==> src/common/mem_noc_config.svh <==
`ifndef MEM_NOC_CONFIG_SVH
`define MEM_NOC_CONFIG_SVH

// Flit and link sizing
`define MEM_NOC_FLIT_WIDTH 32
`define MEM_NOC_NUM_LINKS  4

// Header field widths where cid covers NUM_LINKS
`define MEM_NOC_CORD_WIDTH 4
`define MEM_NOC_LEN_WIDTH  4
`define MEM_NOC_CID_WIDTH  2

// Entries per input FIFO
`define MEM_NOC_BUF_DEPTH  2

`endif

==> src/common/mem_noc_pkg.sv <==
`include "mem_noc_config.svh"

package mem_noc_pkg;

  localparam int mem_noc_addr_width_lp = `MEM_NOC_FLIT_WIDTH
                                       - `MEM_NOC_CORD_WIDTH
                                       - `MEM_NOC_LEN_WIDTH
                                       - `MEM_NOC_CID_WIDTH;

  // ************************************************************
  // Header view of a flit, MSB first
  // ************************************************************
  typedef struct packed {
    logic [`MEM_NOC_CORD_WIDTH-1:0] cord;  // Destination coordinate
    logic [`MEM_NOC_LEN_WIDTH-1:0]  len;   // Payload flits that follow
    logic [`MEM_NOC_CID_WIDTH-1:0]  cid;   // Return lane
    logic [mem_noc_addr_width_lp-1:0] addr;
  } mem_hdr_s;

  // Same word seen as header or as raw payload
  typedef union packed {
    mem_hdr_s                       hdr;
    logic [`MEM_NOC_FLIT_WIDTH-1:0] raw;
  } mem_flit_u;

  // ************************************************************
  // One-way link bundle with valid and ready_and
  // ************************************************************
  typedef struct packed {
    logic      v;
    logic      ready_and;  // Acceptance for the opposite direction
    mem_flit_u data;
  } mem_link_s;

endpackage

==> src/concentrator/wormhole_input_buffer.sv <==
`timescale 1ns/1ps
`include "mem_noc_config.svh"

module wormhole_input_buffer
  import mem_noc_pkg::*;
(
  input  logic      mem_clk_i,
  input  logic      reset_i,
  input  mem_link_s link_i,
  output mem_link_s link_o,
  output mem_link_s head_o,
  input  logic      head_ready_i
);

  localparam int DEPTH = `MEM_NOC_BUF_DEPTH;
  localparam int PTR_W = (DEPTH > 1) ? $clog2(DEPTH) : 1;
  localparam int CNT_W = $clog2(DEPTH + 1);

  mem_flit_u        mem_r [DEPTH];
  logic [PTR_W-1:0] wr_ptr_r;
  logic [PTR_W-1:0] rd_ptr_r;
  logic [CNT_W-1:0] count_r;
  logic             full;
  logic             empty;
  logic             wr_en;
  logic             rd_en;

  function automatic logic [PTR_W-1:0] next_ptr(input logic [PTR_W-1:0] ptr);
    if (ptr == PTR_W'(DEPTH - 1)) begin
      return '0;
    end
    return ptr + 1'b1;
  endfunction

  assign full  = (count_r == CNT_W'(DEPTH));
  assign empty = (count_r == '0);
  assign wr_en = link_i.v & ~full;
  assign rd_en = ~empty & head_ready_i;

  always_ff @(posedge mem_clk_i) begin
    if (reset_i) begin
      wr_ptr_r <= '0;
      rd_ptr_r <= '0;
      count_r  <= '0;
    end else begin
      if (wr_en) wr_ptr_r <= next_ptr(wr_ptr_r);
      if (rd_en) rd_ptr_r <= next_ptr(rd_ptr_r);
      case ({wr_en, rd_en})
        2'b10:   count_r <= count_r + 1'b1;
        2'b01:   count_r <= count_r - 1'b1;
        default: count_r <= count_r;  // Idle or pass-through
      endcase
    end
  end

  always_ff @(posedge mem_clk_i) begin
    if (wr_en) mem_r[wr_ptr_r] <= link_i.data;
  end

  // Ready only from occupancy, head flit straight from storage
  always_comb begin
    link_o           = '0;
    link_o.ready_and = ~full;
    head_o           = '0;
    head_o.v         = ~empty;
    head_o.data      = mem_r[rd_ptr_r];
  end

endmodule

==> config.mk <==
export PLATFORM = sky130hd
export DESIGN_NAME = wormhole_input_buffer
export DESIGN_NICKNAME = d
export VERILOG_FILES = /design/src/common/mem_noc_pkg.sv /design/src/concentrator/wormhole_input_buffer.sv
export VERILOG_INCLUDE_DIRS = /design/src /design/src/common
export SDC_FILE = /design/constraint.sdc
export NUM_CORES = 1
export LEC_CHECK = 0
export BUFFER_PORTS_ARGS = -buffer_cell sky130_fd_sc_hd__buf_4
export CAP_MARGIN = 15
export CORE_MARGIN = 4
export CORE_UTILIZATION = 40
export DETAILED_ROUTE_END_ITERATION = 10
export PLACE_DENSITY_LB_ADDON = 0.12
export RECOVER_POWER = 100
export SYNTH_ARGS = -nofsm -noshare
export SYNTH_HDL_FRONTEND = slang
export SYNTH_SLANG_ARGS = --single-unit
export TNS_END_PERCENT = 100
==> constraint.sdc <==
create_clock -name mem_clk_i -period 4.65 [get_ports mem_clk_i]
set_input_delay 0.2325 -clock mem_clk_i [delete_from_list [all_inputs] [get_ports mem_clk_i]]
set_output_delay 0.2325 -clock mem_clk_i [all_outputs]
set_load 0.005 [all_outputs]
Yosys cells after proc, flatten, opt, wreduce, memory -nomap -nowiden
Memory sizes are Yosys's and may differ from the RTL's. A register that Yosys moved wholly into a read port is not among the register bits.
Index checks and enable logic that the tools add are counted.
{"block": "totals", "elab_cells": 32, "n_memories": 1, "input_bits": 37, "ff_bits": 4, "out_inout_bits": 68, "ram_bits": 64}
{"block": "op_classes", "n_mux": 15, "bitwise": 4, "add_sub_neg": 4, "eq_ne": 3, "n_reduce_logical": 2}
{"name": "mem_r", "depth": 2, "width": 32, "rd": 1, "rd_ports_with_merged_regs": 1, "wr": 1, "line": "wormhole_input_buffer.sv:19", "rtl": "mem_flit_u mem_r [DEPTH];"}
{"operator": "two-way mux 1 bit", "n": 14}
{"operator": "equality test 2 bit, second input constant", "n": 2}
{"operator": "one-hot mux 2 bit (2 select lines)", "n": 1}
{"operator": "adder 1 bit, second input constant", "n": 2}
{"operator": "adder 2 x 1 -> 2 bit, second input constant", "n": 1}
{"operator": "AND 1 bit", "n": 2}
{"operator": "equality test 2 x 1 -> 1 bit, second input constant", "n": 1}
{"operator": "zero test 2 bit", "n": 1}
{"operator": "NOT 1 bit", "n": 2}
{"operator": "nonzero test 2 bit", "n": 1}
{"operator": "subtractor 2 x 1 -> 2 bit, second input constant", "n": 1}

Longest topological paths before layout
Gate-level depths: netlist of run 1.
{"block": "depth", "word_depth": 8, "mapped_depth": 6, "mapped_depth_nobuf": 6}

Worst setup path before layout of run 1
OpenSTA, ideal clock, no wires.
{"block": "synth_path", "path_kind": "register -> register", "startpoint": "register count_r[0]", "endpoint": "memory mem_r[1][0] (netlist bit) (enable)", "stages_incl_launch_ff": 3, "arrival_time_ns": 1.442, "required_ns": 4.258, "synth_period_minus_slack_ns": 1.834, "n_path_buf": 0, "slack_ns": 2.816, "cell_sequence": "dfxtp_1 > nand2b_1 > and3_1"}
{"item": "start, declared", "line": "wormhole_input_buffer.sv:22", "rtl": "logic [CNT_W-1:0] count_r;"}
{"item": "start signal, assigned", "line": "wormhole_input_buffer.sv:49", "rtl": "2'b10: count_r <= count_r + 1'b1;"}
{"item": "start signal, assigned", "line": "wormhole_input_buffer.sv:50", "rtl": "2'b01: count_r <= count_r - 1'b1;"}
{"item": "start signal, assigned", "line": "wormhole_input_buffer.sv:51", "rtl": "default: count_r <= count_r;"}
{"item": "end, declared", "line": "wormhole_input_buffer.sv:19"}

==> impl_metrics.ini, run 1 <==
[cts]
cts-resized-gates = 0
cts-buffers-inserted = 9
postCtsHoldBufs = 0
cts_root_buf = clkbuf_8
cts.sinks = 69
clk_pin_slew_ps = 70
cts_tree = yes
h-tree-depth = 3
clock_latency_ps = 330
postCtsSetupRepairBufs = 0
clockBufferDepth = 2

[synthesis]
syn_area_per_cell_um2 = 17.5
synth_most_common_cell = edfxtp_1
synth_top_area_share_pct = 69.1
synth_area_um2 = 2780
synth.ff_latch_count = 69
async_flop_share_pct = 0
synth_edf_count = 64
ys.warnings.count = 0
synthTopCellsByCount = 64 x edfxtp_1, 34 x buf_4, 30 x mux2_2
synthTopCellsByArea = edfxtp_1 69%, mux2_2 12%, buf_4 9.2%
synthCells = 159
ys.flop_type = edfxtp_1
synthDistinctLibCells = 23
yosysSeqAreaShare_pct = 72.7
yosysTopAreaCell = edfxtp_1

[global_route]
grt_first_pass_wirelength_mm = 6.81
gr-total-overflow = 0
antenna_found_initial = 0
grt_pass1_vias = 1399
grt_max_degree = 33
track_usage_pct = 10.8

[route]
route.detailed.drc = 0
routed_wl_mm = 4.49
wl_per_cell_um = 13.3
drt_first_pass_iters = 4
via_per_inst = 4.24
drt_iter0_markers = 23
ant_nets = 0
vias = 1429

[die]
die_w_um = 91.4
core_area_um2 = 6790
start_util_pct = 41.0
dieArea_um2 = 8350
ios = 105
rows = 30
dieHeight_um = 91.4

[sta]
fin_skew_ps = 7.27
finalHoldViolations = 0
finalCritPeriodShare_pct = 59.7
setup_tns_ps = 0
slew_viol_final = 33
setup_violations = 0
tightest_slew_ps = 1510
rsz0062_at_grt = no
setup_ws_ps = 1880
maxSlewHeadroom_pct = -0.914
fmaxAchievable_mhz = 360
hold_slack_ps = 102
min_period_ps = 2780

[setup_path]
cp-start-kind = register
arrival_ps = 2540
crit_fanout = 19
crit_type = reg -> out
crit_required_ps = 4420
cp-end-kind = primary output

[finish]
final_core_util_pct = 50.5
num_antenna_cells = 0
drive_above_1_share_pct = 42.7
nNetsFinal = 274
stdcell_area_um2 = 3430
fillers = 590
area_growth_pct = 23.3
final_cells = 337

[place]
pre_cts_ws_ps = 2680
placed_area_um2 = 3290
dp_hpwl_mm = 3.00
place.gp.congestion = 0.655
dp.cells = 321
port_buffers = 69

[run_status]
violations = max-capacitance violations, max-slew violations
status = finished, violations left

[flow_run]
drv_cap = 1

[power]
cellLeakagePower_nw = 1.31
ir_drop_mv = 0.225
power.total_mw = 1.73
power.density_nw_per_um2 = 505

[hold_path]
hold_path.class = in -> reg
critical path: stages (launching register included):
cell,delay [ps]
dfxtp_1,720
clkbuf_1,920
mux2_2,430
clkbuf_4,140
final timing paths:
path              depth (start not counted)       start  slack, ps           end
setup reg to reg                          4  count_r[0]       2130  mem_r[0][14]
hold / removal                            2     reset_i        100    count_r[1]
setup / recovery                          3    register       1880    head_o[21]
hold reg to reg                           2    rd_ptr_r        510      rd_ptr_r
metal layers:
metal | vias to the layer above | routed length [µm] | GRT usage, % | part of all wire (%)
met2 | 69 | 2180 | 16.6 | 49
met4 | 0 | 39 | 6.03 | 0.87
li1 | 668 | - | - | -
met3 | 6 | 400 | 4.64 | 8.9
met5 | - | 0 | 0 | 0
met1 | 686 | 1860 | 12.6 | 42
power by group:
part           leakage [nW]  internal (mW)  total (mW)  switching (mW)
clock network        0.0997          0.252       0.451           0.200
registers             0.640          0.789       0.831          0.0422
logic                 0.571          0.254       0.451           0.197
total                  1.31           1.29        1.73           0.438
flip-flops by register name, summed over array words and instances, names as in the netlist, named ones only:
name      cells
count_r       2
mem_r        64
wr_ptr_r      1
rd_ptr_r      1
cell families (layout without fill, tap and decap cells):
family / count (synthesis) / after routing / share of synthesized area, %
mux: 32 / 32 / 12.9
buf+inv: 39 / 88 / 9.98
compound gates: 5 / 5 / 1.17
other cells: 1 / 34 / 0.135
flops: 69 / 69 / 72.7
fa+ha+maj: 1 / 1 / 0.450
simple gates: 9 / 9 / 1.71
xor+xnor: 3 / 3 / 0.944
layout make-up:
| class | count | area, µm² | share of cell area [%] |
|---|---|---|---|
| Clock inverter | 1 | 5.00 | 0.146 |
| Inverter | 1 | 3.75 | 0.109 |
| Multi-Input combinational cell | 84 | 607 | 17.7 |
| Clock buffer | 15 | 186 | 5.43 |
| Sequential cell | 69 | 2020 | 58.9 |
| Timing Repair Buffer | 71 | 488 | 14.2 |
| Tap cell | 96 | 120 | 3.50 |
placed cells by master (no fill, tap or decap), drive strengths merged, types with 2 or more instances in the layout:
cell,instances
a21oi,2
dfxtp,5
nor2,3
edfxtp,64
clkbuf,80
xnor2,2
conb,34
mux2,32
buf,6
Note: power is estimated with default switching activity, not from simulation.
==> run 2, diff against run 1 <==
clock period = 2.6 ns   (was 4.65 ns; I/O delays follow)
==> run 2 against run 1 <==
  * The run now ends clean
  * Largest power group unchanged
  * Worst setup slack worse by 1400 ps
  * Clock skew down 3.2 ps
  * Core utilization up 5.6 points
  * Non-clock buffer count up 34
  * Flip-flop and latch count unchanged
  * Cell area up 11%
==> impl_metrics.ini, run 2 (same netlist as run 1, synthesis figures left out) <==
[setup_path]
worstReg2RegEnd = mem_r[1][14]
crit_required_ps = 2560
cp-end-kind = register
reg2reg_from = count_r[0]
crit_type = reg -> reg
cp-start-kind = register
endpoint = mem_r[1][14]
arrival_ps = 2110
crit_fanout = 21
crit_start = count_r[0]
rrSetupSlack_ps = 450
ff2ff_path_depth = 3

[cts]
clock_latency_ps = 330
cts_tree = yes
clk_pin_slew_ps = 70
cts_root_buf = clkbuf_8
postCtsSetupRepairBufs = 0
h-tree-depth = 3
cts-buffers-inserted = 9
cts.sinks = 69
clockBufferDepth = 2

[hold_path]
hold_path.class = in -> reg

[flow_run]
drv_cap = 0

[sta]
setup_ws_ps = 454
finalCritPeriodShare_pct = 82.5
slew_viol_final = 0
finalHoldViolations = 0
maxSlewHeadroom_pct = 57.0
fmaxAchievable_mhz = 466
setup_violations = 0
min_period_ps = 2150
setup_tns_ps = 0
tightest_slew_ps = 644
fin_skew_ps = 4.07
rsz0062_at_grt = no

[global_route]
grt_pass1_vias = 1606
use_met2_pct = 18.7
grt_use_met3_pct = 4.31
gr-total-overflow = 0
grt_max_degree = 22
grt_busiest_layer = met2
track_usage_pct = 11.7
grtUsageMet1_pct = 13.5
antenna_found_initial = 0
grt_first_pass_wirelength_mm = 7.40

[power]
pwr-share-seq_pct = 45.6
power.density_nw_per_um2 = 854
ir_drop_mv = 0.564
cellLeakagePower_nw = 1.47
combPwrFrac_pct = 26.3
p_int_mw = 2.44
switchingPower_uw = 813
clkPwrFrac_pct = 28.0
switching_share_pct = 25.0

[route]
drt_first_pass_iters = 4
drt_iter0_markers = 46
wl_per_cell_um = 12.7
vias = 1530
via_per_inst = 4.12
route.detailed.drc = 0
ant_nets = 0
routed_wl_mm = 4.72

[finish]
area_growth_pct = 37.0
regMostFlops = mem_r
drive_above_1_share_pct = 39.3
final_cell_mix = 64 x edfxtp_1, 54 x clkbuf_4, 34 x conb_1, 33 x dlygate4sd3_1, 28 x mux2_2
num_antenna_cells = 0
largest_reg_flops = 64
largest_registers = mem_r x64, count_r x2
layout_commonest_cell = edfxtp_1
nNetsFinal = 308

[die]
ios = 105
core_area_um2 = 6790
dieArea_um2 = 8350
die_w_um = 91.4
dieHeight_um = 91.4
start_util_pct = 41.0
rows = 30

[place]
dp_hpwl_mm = 3.10
place.gp.congestion = 0.649
pre_cts_ws_ps = 851
port_buffers = 69

[run_status]
status = finished clean
[run 2: cell types whose count changed in the layout (fill, tap and decap cells not counted)]
cell           before  now
clkinvlp_4          0    1
buf_12              0    1
clkinv_4            0    1
clkbuf_1           14    9
clkbuf_2            0    2
clkinv_2            1    2
dlygate4sd3_1       0   33
clkbuf_8           13    9
clkbuf_4           53   54
bufinv_16           0    2
clkinv_1            0    1
[run 2: cell type report]
type                    instances  area (µm²)
fillers                       567        2980
multi-input cells              84         607
flip-flops and latches         69        2020
inverters                       1        3.75
repair buffers                105         845
clock buffers                   9         124
clock inverters                 7        90.1
well taps                      96         120
[run 2: power groups by stage]
stage	Clock (mW)	Combinational, mW	Sequential [mW]
after global routing	1.00	0.951	1.50
after detailed placement	0	0.903	1.51
after global placement	0	0.908	1.50
after CTS	0.940	0.949	1.49
final	0.913	0.858	1.49
after floorplan	0	0.514	1.47
[run 2: stage by stage]
| step | power (mW) | hold slack, ps | std cells | utilization, % | cell area (µm²) |
|---|---|---|---|---|---|
| final | 3.26 | 111 | 371 | 56.1 | 3810 |
| after global routing | 3.46 | 93.3 | 371 | 56.1 | 3810 |
| after CTS | 3.38 | 90.8 | 371 | 57.1 | 3880 |
| after detailed placement | 2.41 | 318 | 322 | 49.0 | 3330 |
| after global placement | 2.41 | 316 | 322 | 49.0 | 3330 |
| after floorplan | 1.98 | 199 | 192 | - | 2910 |
[run 2: layer usage]
metal  share of wire (%)  wire [µm]
met2                  48       2260
met5                   0          0
met1                  42       1980
met3                 8.7        411
met4                 1.4         67
[run 2: repair_timing]
action	4_1_cts	5_1_grt
hold buffers	33	0
gates resized for setup	0	0
endpoints found under the hold margin	69	0
[run 2: how the worst min path moves through the flow]
stage,from,to,slack [ps],cells past startpoint
after floorplan,reset_i,count_r[1],200,1
after global placement,link_i[22],mem_r[0][22],320,1
after detailed placement,link_i[16],mem_r[0][16],320,1
after CTS,link_i[33],wr_ptr_r,90,3
after global routing,link_i[33],wr_ptr_r,90,3
final,link_i[33],wr_ptr_r,110,3
[run 2: critical path, stage by stage, from the launching register on]
cell	delay [ps]
dfxtp_1	410
nand2b_1	220
and3_1	570
clkbuf_2	580
