### src/common/mem_noc_config.svh
`ifndef MEM_NOC_CONFIG_SVH
`define MEM_NOC_CONFIG_SVH

// Flit and link sizing
`define MEM_NOC_FLIT_WIDTH 32
`define MEM_NOC_NUM_LINKS  4

// Header field widths where cid covers NUM_LINKS
`define MEM_NOC_CORD_WIDTH 4
`define MEM_NOC_LEN_WIDTH  4
`define MEM_NOC_CID_WIDTH  2

// Entries per input FIFO
`define MEM_NOC_BUF_DEPTH  2

`endif

### src/common/mem_noc_pkg.sv
`include "mem_noc_config.svh"

package mem_noc_pkg;

  localparam int mem_noc_addr_width_lp = `MEM_NOC_FLIT_WIDTH
                                       - `MEM_NOC_CORD_WIDTH
                                       - `MEM_NOC_LEN_WIDTH
                                       - `MEM_NOC_CID_WIDTH;

  // ************************************************************
  // Header view of a flit, MSB first
  // ************************************************************
  typedef struct packed {
    logic [`MEM_NOC_CORD_WIDTH-1:0] cord;  // Destination coordinate
    logic [`MEM_NOC_LEN_WIDTH-1:0]  len;   // Payload flits that follow
    logic [`MEM_NOC_CID_WIDTH-1:0]  cid;   // Return lane
    logic [mem_noc_addr_width_lp-1:0] addr;
  } mem_hdr_s;

  // Same word seen as header or as raw payload
  typedef union packed {
    mem_hdr_s                       hdr;
    logic [`MEM_NOC_FLIT_WIDTH-1:0] raw;
  } mem_flit_u;

  // ************************************************************
  // One-way link bundle with valid and ready_and
  // ************************************************************
  typedef struct packed {
    logic      v;
    logic      ready_and;  // Acceptance for the opposite direction
    mem_flit_u data;
  } mem_link_s;

endpackage

### src/concentrator/wormhole_rev_demux.sv
`timescale 1ns/1ps
`include "mem_noc_config.svh"

module wormhole_rev_demux
  import mem_noc_pkg::*;
(
  input  logic                                mem_clk_i,
  input  logic                                reset_i,
  input  mem_link_s                           dram_resp_i,
  output logic                                dram_ready_o,
  output mem_link_s [`MEM_NOC_NUM_LINKS-1:0]  lanes_o,
  input  logic      [`MEM_NOC_NUM_LINKS-1:0]  lanes_ready_i
);

  localparam int NUM_LINKS = `MEM_NOC_NUM_LINKS;
  localparam int CID_W     = `MEM_NOC_CID_WIDTH;
  localparam int LEN_W     = `MEM_NOC_LEN_WIDTH;

  mem_flit_u        out_r;
  logic             out_v_r;
  logic [CID_W-1:0] cid_r;      // Lane of the flit in out_r
  logic [LEN_W-1:0] remain_r;
  logic             in_pkt_r;   // Next flit is payload
  mem_hdr_s         in_hdr;
  logic             take;

  assign in_hdr = dram_resp_i.data.hdr;

  // Free when empty or when the target lane drains us
  assign dram_ready_o = ~out_v_r | lanes_ready_i[cid_r];
  assign take         = dram_resp_i.v & dram_ready_o;

  // ************************************************************
  // Packet tracking
  // ************************************************************
  always_ff @(posedge mem_clk_i) begin
    if (reset_i) begin
      out_v_r  <= 1'b0;
      cid_r    <= '0;
      remain_r <= '0;
      in_pkt_r <= 1'b0;
    end else begin
      if (dram_ready_o) out_v_r <= take;
      if (take) begin
        if (!in_pkt_r) begin
          cid_r    <= in_hdr.cid;  // Held for the whole packet
          remain_r <= in_hdr.len;
          in_pkt_r <= (in_hdr.len != '0);
        end else begin
          remain_r <= remain_r - 1'b1;
          if (remain_r == LEN_W'(1)) in_pkt_r <= 1'b0;
        end
      end
    end
  end

  always_ff @(posedge mem_clk_i) begin
    if (take) out_r <= dram_resp_i.data;
  end

  // Data fans out to all lanes, valid only on the latched one
  always_comb begin
    for (int n = 0; n < NUM_LINKS; n++) begin
      lanes_o[n]      = '0;
      lanes_o[n].v    = out_v_r & (cid_r == CID_W'(n));
      lanes_o[n].data = out_r;
    end
  end

endmodule

### config.mk
export PLATFORM = sky130hd
export DESIGN_NAME = wormhole_rev_demux
export DESIGN_NICKNAME = d
export VERILOG_FILES = /design/src/common/mem_noc_pkg.sv /design/src/concentrator/wormhole_rev_demux.sv
export VERILOG_INCLUDE_DIRS = /design/src /design/src/common
export SDC_FILE = /design/constraint.sdc
export NUM_CORES = 1
export LEC_CHECK = 0
export BUFFER_PORTS_ARGS = -buffer_cell sky130_fd_sc_hd__buf_4
export CAP_MARGIN = 20
export CORE_UTILIZATION = 30
export CTS_CLUSTER_SIZE = 14
export DETAILED_ROUTE_END_ITERATION = 7
export GPL_ROUTABILITY_DRIVEN = 0
export PLACE_DENSITY = 0.65
export SYNTH_ARGS = -nofsm -noshare
export SYNTH_HDL_FRONTEND = slang
export SYNTH_SLANG_ARGS = --single-unit
### constraint.sdc
create_clock -name mem_clk_i -period 2 [get_ports mem_clk_i]
set_input_delay 0.4 -clock mem_clk_i [delete_from_list [all_inputs] [get_ports mem_clk_i]]
set_output_delay 0.4 -clock mem_clk_i [all_outputs]
set_load 0.01 [all_outputs]
# Word level (Yosys, flattened, before mapping)

Cells that the tools add are included.

Word-level logic and storage cells: 27
Output and inout port bits: 137
Input port bits: 40
Register bits after elaboration: 40

Equality and inequality tests: 4
Add/sub/neg operators: 1
Magnitude comparators: 1
Bitwise gates (word level): 8
Muxes and demuxes: 5
Reduce and logical (&&, ||, !) cells: 3

Operators with widths:

| operator                                                                      | number |
|---|---|
| 1-bit bitwise AND                                                             | 5 |
| 2-bit == test (second input constant)                                         | 2 |
| 4-bit by 1-bit == test with 1-bit output (second input constant)              | 1 |
| 4-bit 2-to-1 mux                                                              | 1 |
| 4-bit nonzero test                                                            | 1 |
| 4-bit by 1-bit subtractor with 4-bit output (second input constant)           | 1 |
| 2-bit by 3-bit less-than comparator with 1-bit output (second input constant) | 1 |
| 1-bit 2-to-1 mux                                                              | 3 |
| 1-bit binary-select mux with 2-bit select                                     | 1 |
| 2-bit by 1-bit == test with 1-bit output (second input constant)              | 1 |
| 2-bit zero test                                                               | 1 |
| 1-bit inverter                                                                | 2 |
| 2-bit AND reduction                                                           | 1 |
| 1-bit OR                                                                      | 1 |

# Longest topological paths before layout

Gate-level depths: netlist of the first run.

Depth after elaboration: 5
Gate-level depth with buffers: 6
Depth with buffers taken out: 6

# Least setup slack after synthesis of the first run

Ideal clock, no wire load.

Path kind: reg-to-reg
From: register cid_r[0]
To: register remain_r[2]
Arrival time: 1.544 ns
Period minus slack after synthesis: 1.673 ns
Required time: 1.871 ns
Path slack: 0.327 ns
Cell stages (with the launch flop): 6
Setup time: 0.129 ns
Buffers on the path: 1
Cell sequence: dfxtp_1 mux4_2 o21a_1 buf_6 mux2i_1 a31oi_1

Cells in the longest elaborated chain, start to end: 4

RTL lines:

| item                                      | RTL line                 | source |
|---|---|---|
| from (decl)                               | wormhole_rev_demux.sv:21 | `logic [CID_W-1:0] cid_r;` |
| from (signal assigned)                    | wormhole_rev_demux.sv:46 | `cid_r <= in_hdr.cid;` |
| 1-bit binary-select mux with 2-bit select | wormhole_rev_demux.sv:30 | `assign dram_ready_o = ~out_v_r \| lanes_ready_i[cid_r];` |
| 1-bit 2-to-1 mux (implied by the code)    | wormhole_rev_demux.sv:30 |  |
| 1-bit OR                                  | wormhole_rev_demux.sv:30 |  |
| 1-bit bitwise AND                         | wormhole_rev_demux.sv:31 | `assign take = dram_resp_i.v & dram_ready_o;` |
| net take                                  | wormhole_rev_demux.sv:25 | `logic take;` |
| to (signal assigned)                      | wormhole_rev_demux.sv:47 | `remain_r <= in_hdr.len;` |
| to (signal assigned)                      | wormhole_rev_demux.sv:50 | `remain_r <= remain_r - 1'b1;` |
| to (decl)                                 | wormhole_rev_demux.sv:22 | `logic [LEN_W-1:0] remain_r;` |

The timed path passes the listed nets, and every way through them passes these cells. The select of a mux whose other input is x is not followed.
A chain may end at the register's enable or synchronous reset.

# Worst setup path after layout of the first run

From: register cid_r[0]
To: output dram_ready_o

Cells in the longest elaborated chain, start to end: 3

RTL lines:

| item                                      | RTL line                 | source |
|---|---|---|
| 1-bit binary-select mux with 2-bit select | wormhole_rev_demux.sv:30 |  |
| 1-bit 2-to-1 mux (implied by the code)    | wormhole_rev_demux.sv:30 |  |
| 1-bit OR                                  | wormhole_rev_demux.sv:30 |  |
| to (decl)                                 | wormhole_rev_demux.sv:10 | `output logic dram_ready_o,` |

Every way passes these cells. The select of a mux whose other input is x is not followed.

==> results of run 1 <==
final timing paths:
| kind | end | slack [ns] | cells after the start |
|---|---|---|---|
| setup / recovery | dram_ready_o | 0.09 | 3 |
| hold / removal | out_r[28]$_DFFE_PP_ | 0.28 | 1 |
| setup reg to reg | out_r[11]$_DFFE_PP_ | 0.29 | 3 |
| hold reg to reg | remain_r[1]$_SDFFE_PP0P_ | 0.52 | 2 |
cells in the mapped netlist (2+ instances only):
| library cell | instances |
|---|---|
| dfxtp_1 | 8 |
| a21oi_1 | 3 |
| a31oi_1 | 2 |
| mux2i_1 | 5 |
| buf_4 | 100 |
| nor3_1 | 2 |
| a211oi_1 | 2 |
| edfxtp_1 | 32 |
| inv_1 | 4 |
| ha_1 | 2 |
| nand3_1 | 3 |
| nor2_1 | 8 |
| nand2_1 | 2 |
area by class of cell:
cell class              instances  area [sq um]  area share
repair buffers                173          1310       0.439
flip-flops and latches         40          1120       0.376
multi-input cells              43           287      0.0960
well taps                      96           120      0.0402
clock buffers                   7          96.3      0.0323
clock inverters                 1          30.0      0.0101
inverters                       5          18.8     0.00629
report_power, final:
group | internal [mW] | total, mW | leakage (nW) | switching, mW
sequential | 0.966 | 1.02 | 0.376 | 0.0585
clock | 0.440 | 0.717 | 0.0645 | 0.277
combinational | 0.272 | 0.483 | 0.976 | 0.211
metal layers:
metal	up-vias	share of wire
li1	683	-
met1	667	0.34
met2	87	0.56
met3	5	0.088
met4	0	0.0084
met5	-	0
worst max-delay path, cell delays in order (launching register included):
cell and delay, ns:
dfxtp_2 0.38, mux4_2 0.53, nand2b_1 0.18, buf_4 0.15
logic make-up after synthesis:
family	Yosys count
buffers and inverters	107
flip-flops	40
AND/OR/NAND/NOR	20
AO/OA/AOI/OAI	11
multiplexers	6
adder cells (fa/ha/maj)	2
other	1
metrics by stage:
step	std cells	instance area, sq um	util
floorplan	190	2190	-
global placement	357	2860	0.414
detailed placement	357	2860	0.414
CTS	365	2990	0.432
global route	365	2990	0.432
finish	365	2990	0.432
sequential cells by signal (all words and copies together) (netlist names):
signal / count
out_v_r: 1
in_pkt_r: 1
remain_r: 4
cid_r: 2
out_r: 32
==> impl_metrics.toml, run 1 <==
[route]
drt-initial-drc-count = 37
routed_wl_microns = 4520
drcViolationCount = 0
vias = 1442
dr.pass1.iters = 3
wl_per_cell_microns = 12.4
avgViaCountPerCell = 3.95
drtAntennaViolNets = 0

[grt]
grt_pass1_vias = 1249
grt_antenna_before_repair = 0
grt_overflow = 0
use_met2 = 0.203
use_met3 = 0.0360
grt_max_degree = 19
grt_usage = 0.107
grt_pass1_wl_microns = 6110
top_usage_layer = "met2"
use_met1 = 0.109

[placed_design]
pre_cts_ws_ns = 0.195
port_buffers = 171
hpwlAfterDp_microns = 3640

[power]
powerDensity_mw_per_mm2 = 745
p_leak_nw = 1.42
peakVddDrop_mv = 0.406
finalPower_mw = 2.23

[hold_path]
hp-start = "dram_resp_i[28]"
min_path_type = "primary input to register"

[cts]
cts_hold_buf = 0
cts.sinks = 40
clk_latency_ns = 0.29
h-tree-depth = 2
cts_tree = "yes"
path_clk_slew_ns = 0.08
clockRootBuffer = "clkbuf_8"
cts_buffers = 5
ctsResizeCount = 1
cts_setup_buffers = 0
max-clock-path-buffers = 2

[cells_and_area]
mostFrequentLayoutCells = "buf_4 (172), edfxtp_1 (32), nor2_1 (8), dfxtp_1 (7), clkbuf_8 (7)"
finish.net_count = 310
antenna_cells = 0
mostFrequentLayoutCell = "buf_4"
drive_above_1_share = 0.684
n_fill_cell = 709
area_growth_pct = 37.0

[floorplan]
die_h_microns = 87.2
rows = 30
die_w_microns = 87.2
dieArea_sq_mm = 0.00761
initial_utilization = 0.316
core_area_sq_mm = 0.00691
ios = 177

[timing]
min_period_ns = 1.91
finClkSkew_ns = 0.00568
rsz0062_at_grt = "no"
fin_crit_sh = 0.957
final_max_slew_viol_count = 0
final-setup-viol-count = 0
finalSetupTns_ns = 0
fmax_mhz = 523
fin_ws_ns = 0.0868
hold_violations = 0
holdWs_ns = 0.282

[synth]
synth_flop_cell = "edfxtp_1"
synth_edf_count = 32
synthesis.area_sq_mm = 0.00218
synth_xor_area_frac = 0
synth.top_cell.area_share = 0.441
synthTopCellsByArea = "edfxtp_1 (44%), buf_4 (34%), dfxtp_1 (7.3%)"
synth_top_family_by_area = "buffers and inverters"
synth_cell_type_count = 27
synth_cells = 187
synthAdderAreaFrac = 0.0115
yosysTopAreaCell = "edfxtp_1"
ys_async_sr_fraction = 0
synth_compound_area_frac = 0.0350
synthSimpleGateAreaFrac = 0.0442
yosysWarnings = 0
synth_seq_cells = 40
synth_area_per_cell_sq_um = 11.7
seq_area_frac_synth = 0.514
synth_mux_area_frac = 0.0333

[setup_path]
critPathKind = "register to output port"
critPathMaxFanout = 6
arrival_ns = 1.51
reg2reg_from = "cid_r[0]$_SDFFE_PP0P_"
crit_start = "cid_r[0]$_SDFFE_PP0P_"
cp-start-kind = "register"
required_ns = 1.60
end_kind = "output port"

[job]
cap_violations = 0

[run_status]
status = "finished, final reports clean"
(Power assumes the default switching activity.)
==> run 2, diff against run 1 <==
--- a/config.mk
+++ b/config.mk
@@ -12,6 +12,7 @@
 export CTS_CLUSTER_SIZE = 14
 export DETAILED_ROUTE_END_ITERATION = 7
 export GPL_ROUTABILITY_DRIVEN = 0
+export GPL_TIMING_DRIVEN = 0
 export PLACE_DENSITY = 0.65
 export SYNTH_ARGS = -nofsm -noshare
 export SYNTH_HDL_FRONTEND = slang
==> impl_metrics.toml, run 2 (synthesis gave the netlist of run 1 again) <==
[run_status]
status = "finished, final reports clean"

[route]
avgViaCountPerCell = 3.81
vias = 1770
drt-initial-drc-count = 36
drcViolationCount = 0
wl_per_cell_microns = 11.2
routed_wl_microns = 5220
route.met2.wl_microns = 2920
top_layer = "met4"
drtAntennaViolNets = 0
dr.pass1.iters = 4
drt-met1-wl_microns = 1790
wl_met3_microns = 455

[setup_path]
required_ns = 1.60
cp-start-kind = "register"
critPathMaxFanout = 6
arrival_ns = 1.53
end_kind = "output port"
critPathKind = "register to output port"

[timing]
final_max_slew_viol_count = 0
finalSetupTns_ns = 0
fmax_mhz = 518
min_period_ns = 1.93
finClkSkew_ns = 0.00575
fin_ws_ns = 0.0695
final-setup-viol-count = 0
hold_violations = 0
rsz0062_at_grt = "no"
fin_crit_sh = 0.965

[grt]
grt_usage = 0.128
grt_antenna_before_repair = 0
grt_pass1_wl_microns = 7500
grt_max_degree = 42
grt_overflow = 0
grt_pass1_vias = 1546

[hold_path]
min_path_type = "primary input to register"

[power]
powerDensity_mw_per_mm2 = 593
p_leak_nw = 1.86
comb_power_share = 0.298
swShare = 0.255
switchingPower_mw = 0.554
seq_power_share = 0.472
power.share.clock = 0.230
p_int_mw = 1.62
peakVddDrop_mv = 0.408

[floorplan]
core_area_sq_mm = 0.00691
rows = 30
dieArea_sq_mm = 0.00761
die_w_microns = 87.2
initial_utilization = 0.316
die_h_microns = 87.2
ios = 177

[cells_and_area]
mostFrequentLayoutCell = "buf_4"
antenna_cells = 0
largest_reg_flops = 32
mostFrequentLayoutCells = "buf_4 (270), edfxtp_1 (32), nor2_1 (8), dfxtp_1 (7)"
finish.net_count = 409
top_register = "out_r"
area_growth_pct = 68.3
top_regs = "out_r (32), remain_r (4), cid_r (2)"
drive_above_1_share = 0.755

[cts]
cts_buffers = 5
cts.sinks = 40
path_clk_slew_ns = 0.07
clk_latency_ns = 0.28
cts_tree = "yes"
cts_setup_buffers = 0
ctsResizeCount = 1
h-tree-depth = 2
cts_hold_buf = 0
clockRootBuffer = "clkbuf_8"
max-clock-path-buffers = 2

[job]
cap_violations = 0

[placed_design]
port_buffers = 170
hpwlAfterDp_microns = 4290
pre_cts_ws_ns = 0.144
[run 2: area by class of cell]
cell class,count,area (sq um)
Inverter,5,18.8
Tap cell,96,120
Multi-Input combinational cell,43,285
Fill cell,645,3240
Buffer,102,766
Timing Repair Buffer,170,1280
Sequential cell,40,1120
Clock buffer,8,80.1
[run 2: worst max-delay path, cell delays in order (launching register included)]
cell,delay (ns)
dfxtp_2,0.38
mux4_2,0.54
nand2b_1,0.18
buf_4,0.15
[run 2: path summary, 6_finish.rpt]
path                                          startpoint                       end  slack [ns]  cells after the start
worst max-delay path               cid_r[0]$_SDFFE_PP0P_              dram_ready_o        0.07                      3
worst min-delay path                     dram_resp_i[16]       out_r[16]$_DFFE_PP_        0.29                      1
worst max register to register     cid_r[0]$_SDFFE_PP0P_  remain_r[3]$_SDFFE_PP0P_        0.25                      5
worst min register to register  remain_r[1]$_SDFFE_PP0P_  remain_r[1]$_SDFFE_PP0P_        0.51                      2
[run 2: per-stage QoR]
stage / instance area, sq um / total power, mW / hold slack (ns) / std cells / utilization
6_report: 3670 / 2.17 / 0.289 / 464 / 0.531
5_1_grt: 3670 / 2.30 / 0.267 / 464 / 0.531
4_1_cts: 3670 / 2.21 / 0.273 / 464 / 0.531
3_5_place_dp: 3590 / 1.70 / 0.509 / 456 / 0.519
3_3_place_gp: 3590 / 1.69 / 0.505 / 456 / 0.519
2_1_floorplan: 2190 / 1.36 / 0.487 / 190 / -
[run 2: power groups by stage]
stage          Clock [mW]  Sequential (mW)  Combinational [mW]
2_1_floorplan           0             1.05               0.313
6_report            0.501             1.03               0.648
5_1_grt             0.562             1.04               0.700
3_5_place_dp            0             1.04               0.656
4_1_cts             0.527             1.03               0.657
3_3_place_gp            0             1.04               0.648
[run 2: per-layer routing]
metal  track usage  vias to the layer above
li1              -                      881
met1         0.133                      799
met2         0.249                       85
met3        0.0360                        5
met4        0.0358                        0
met5             0                        -
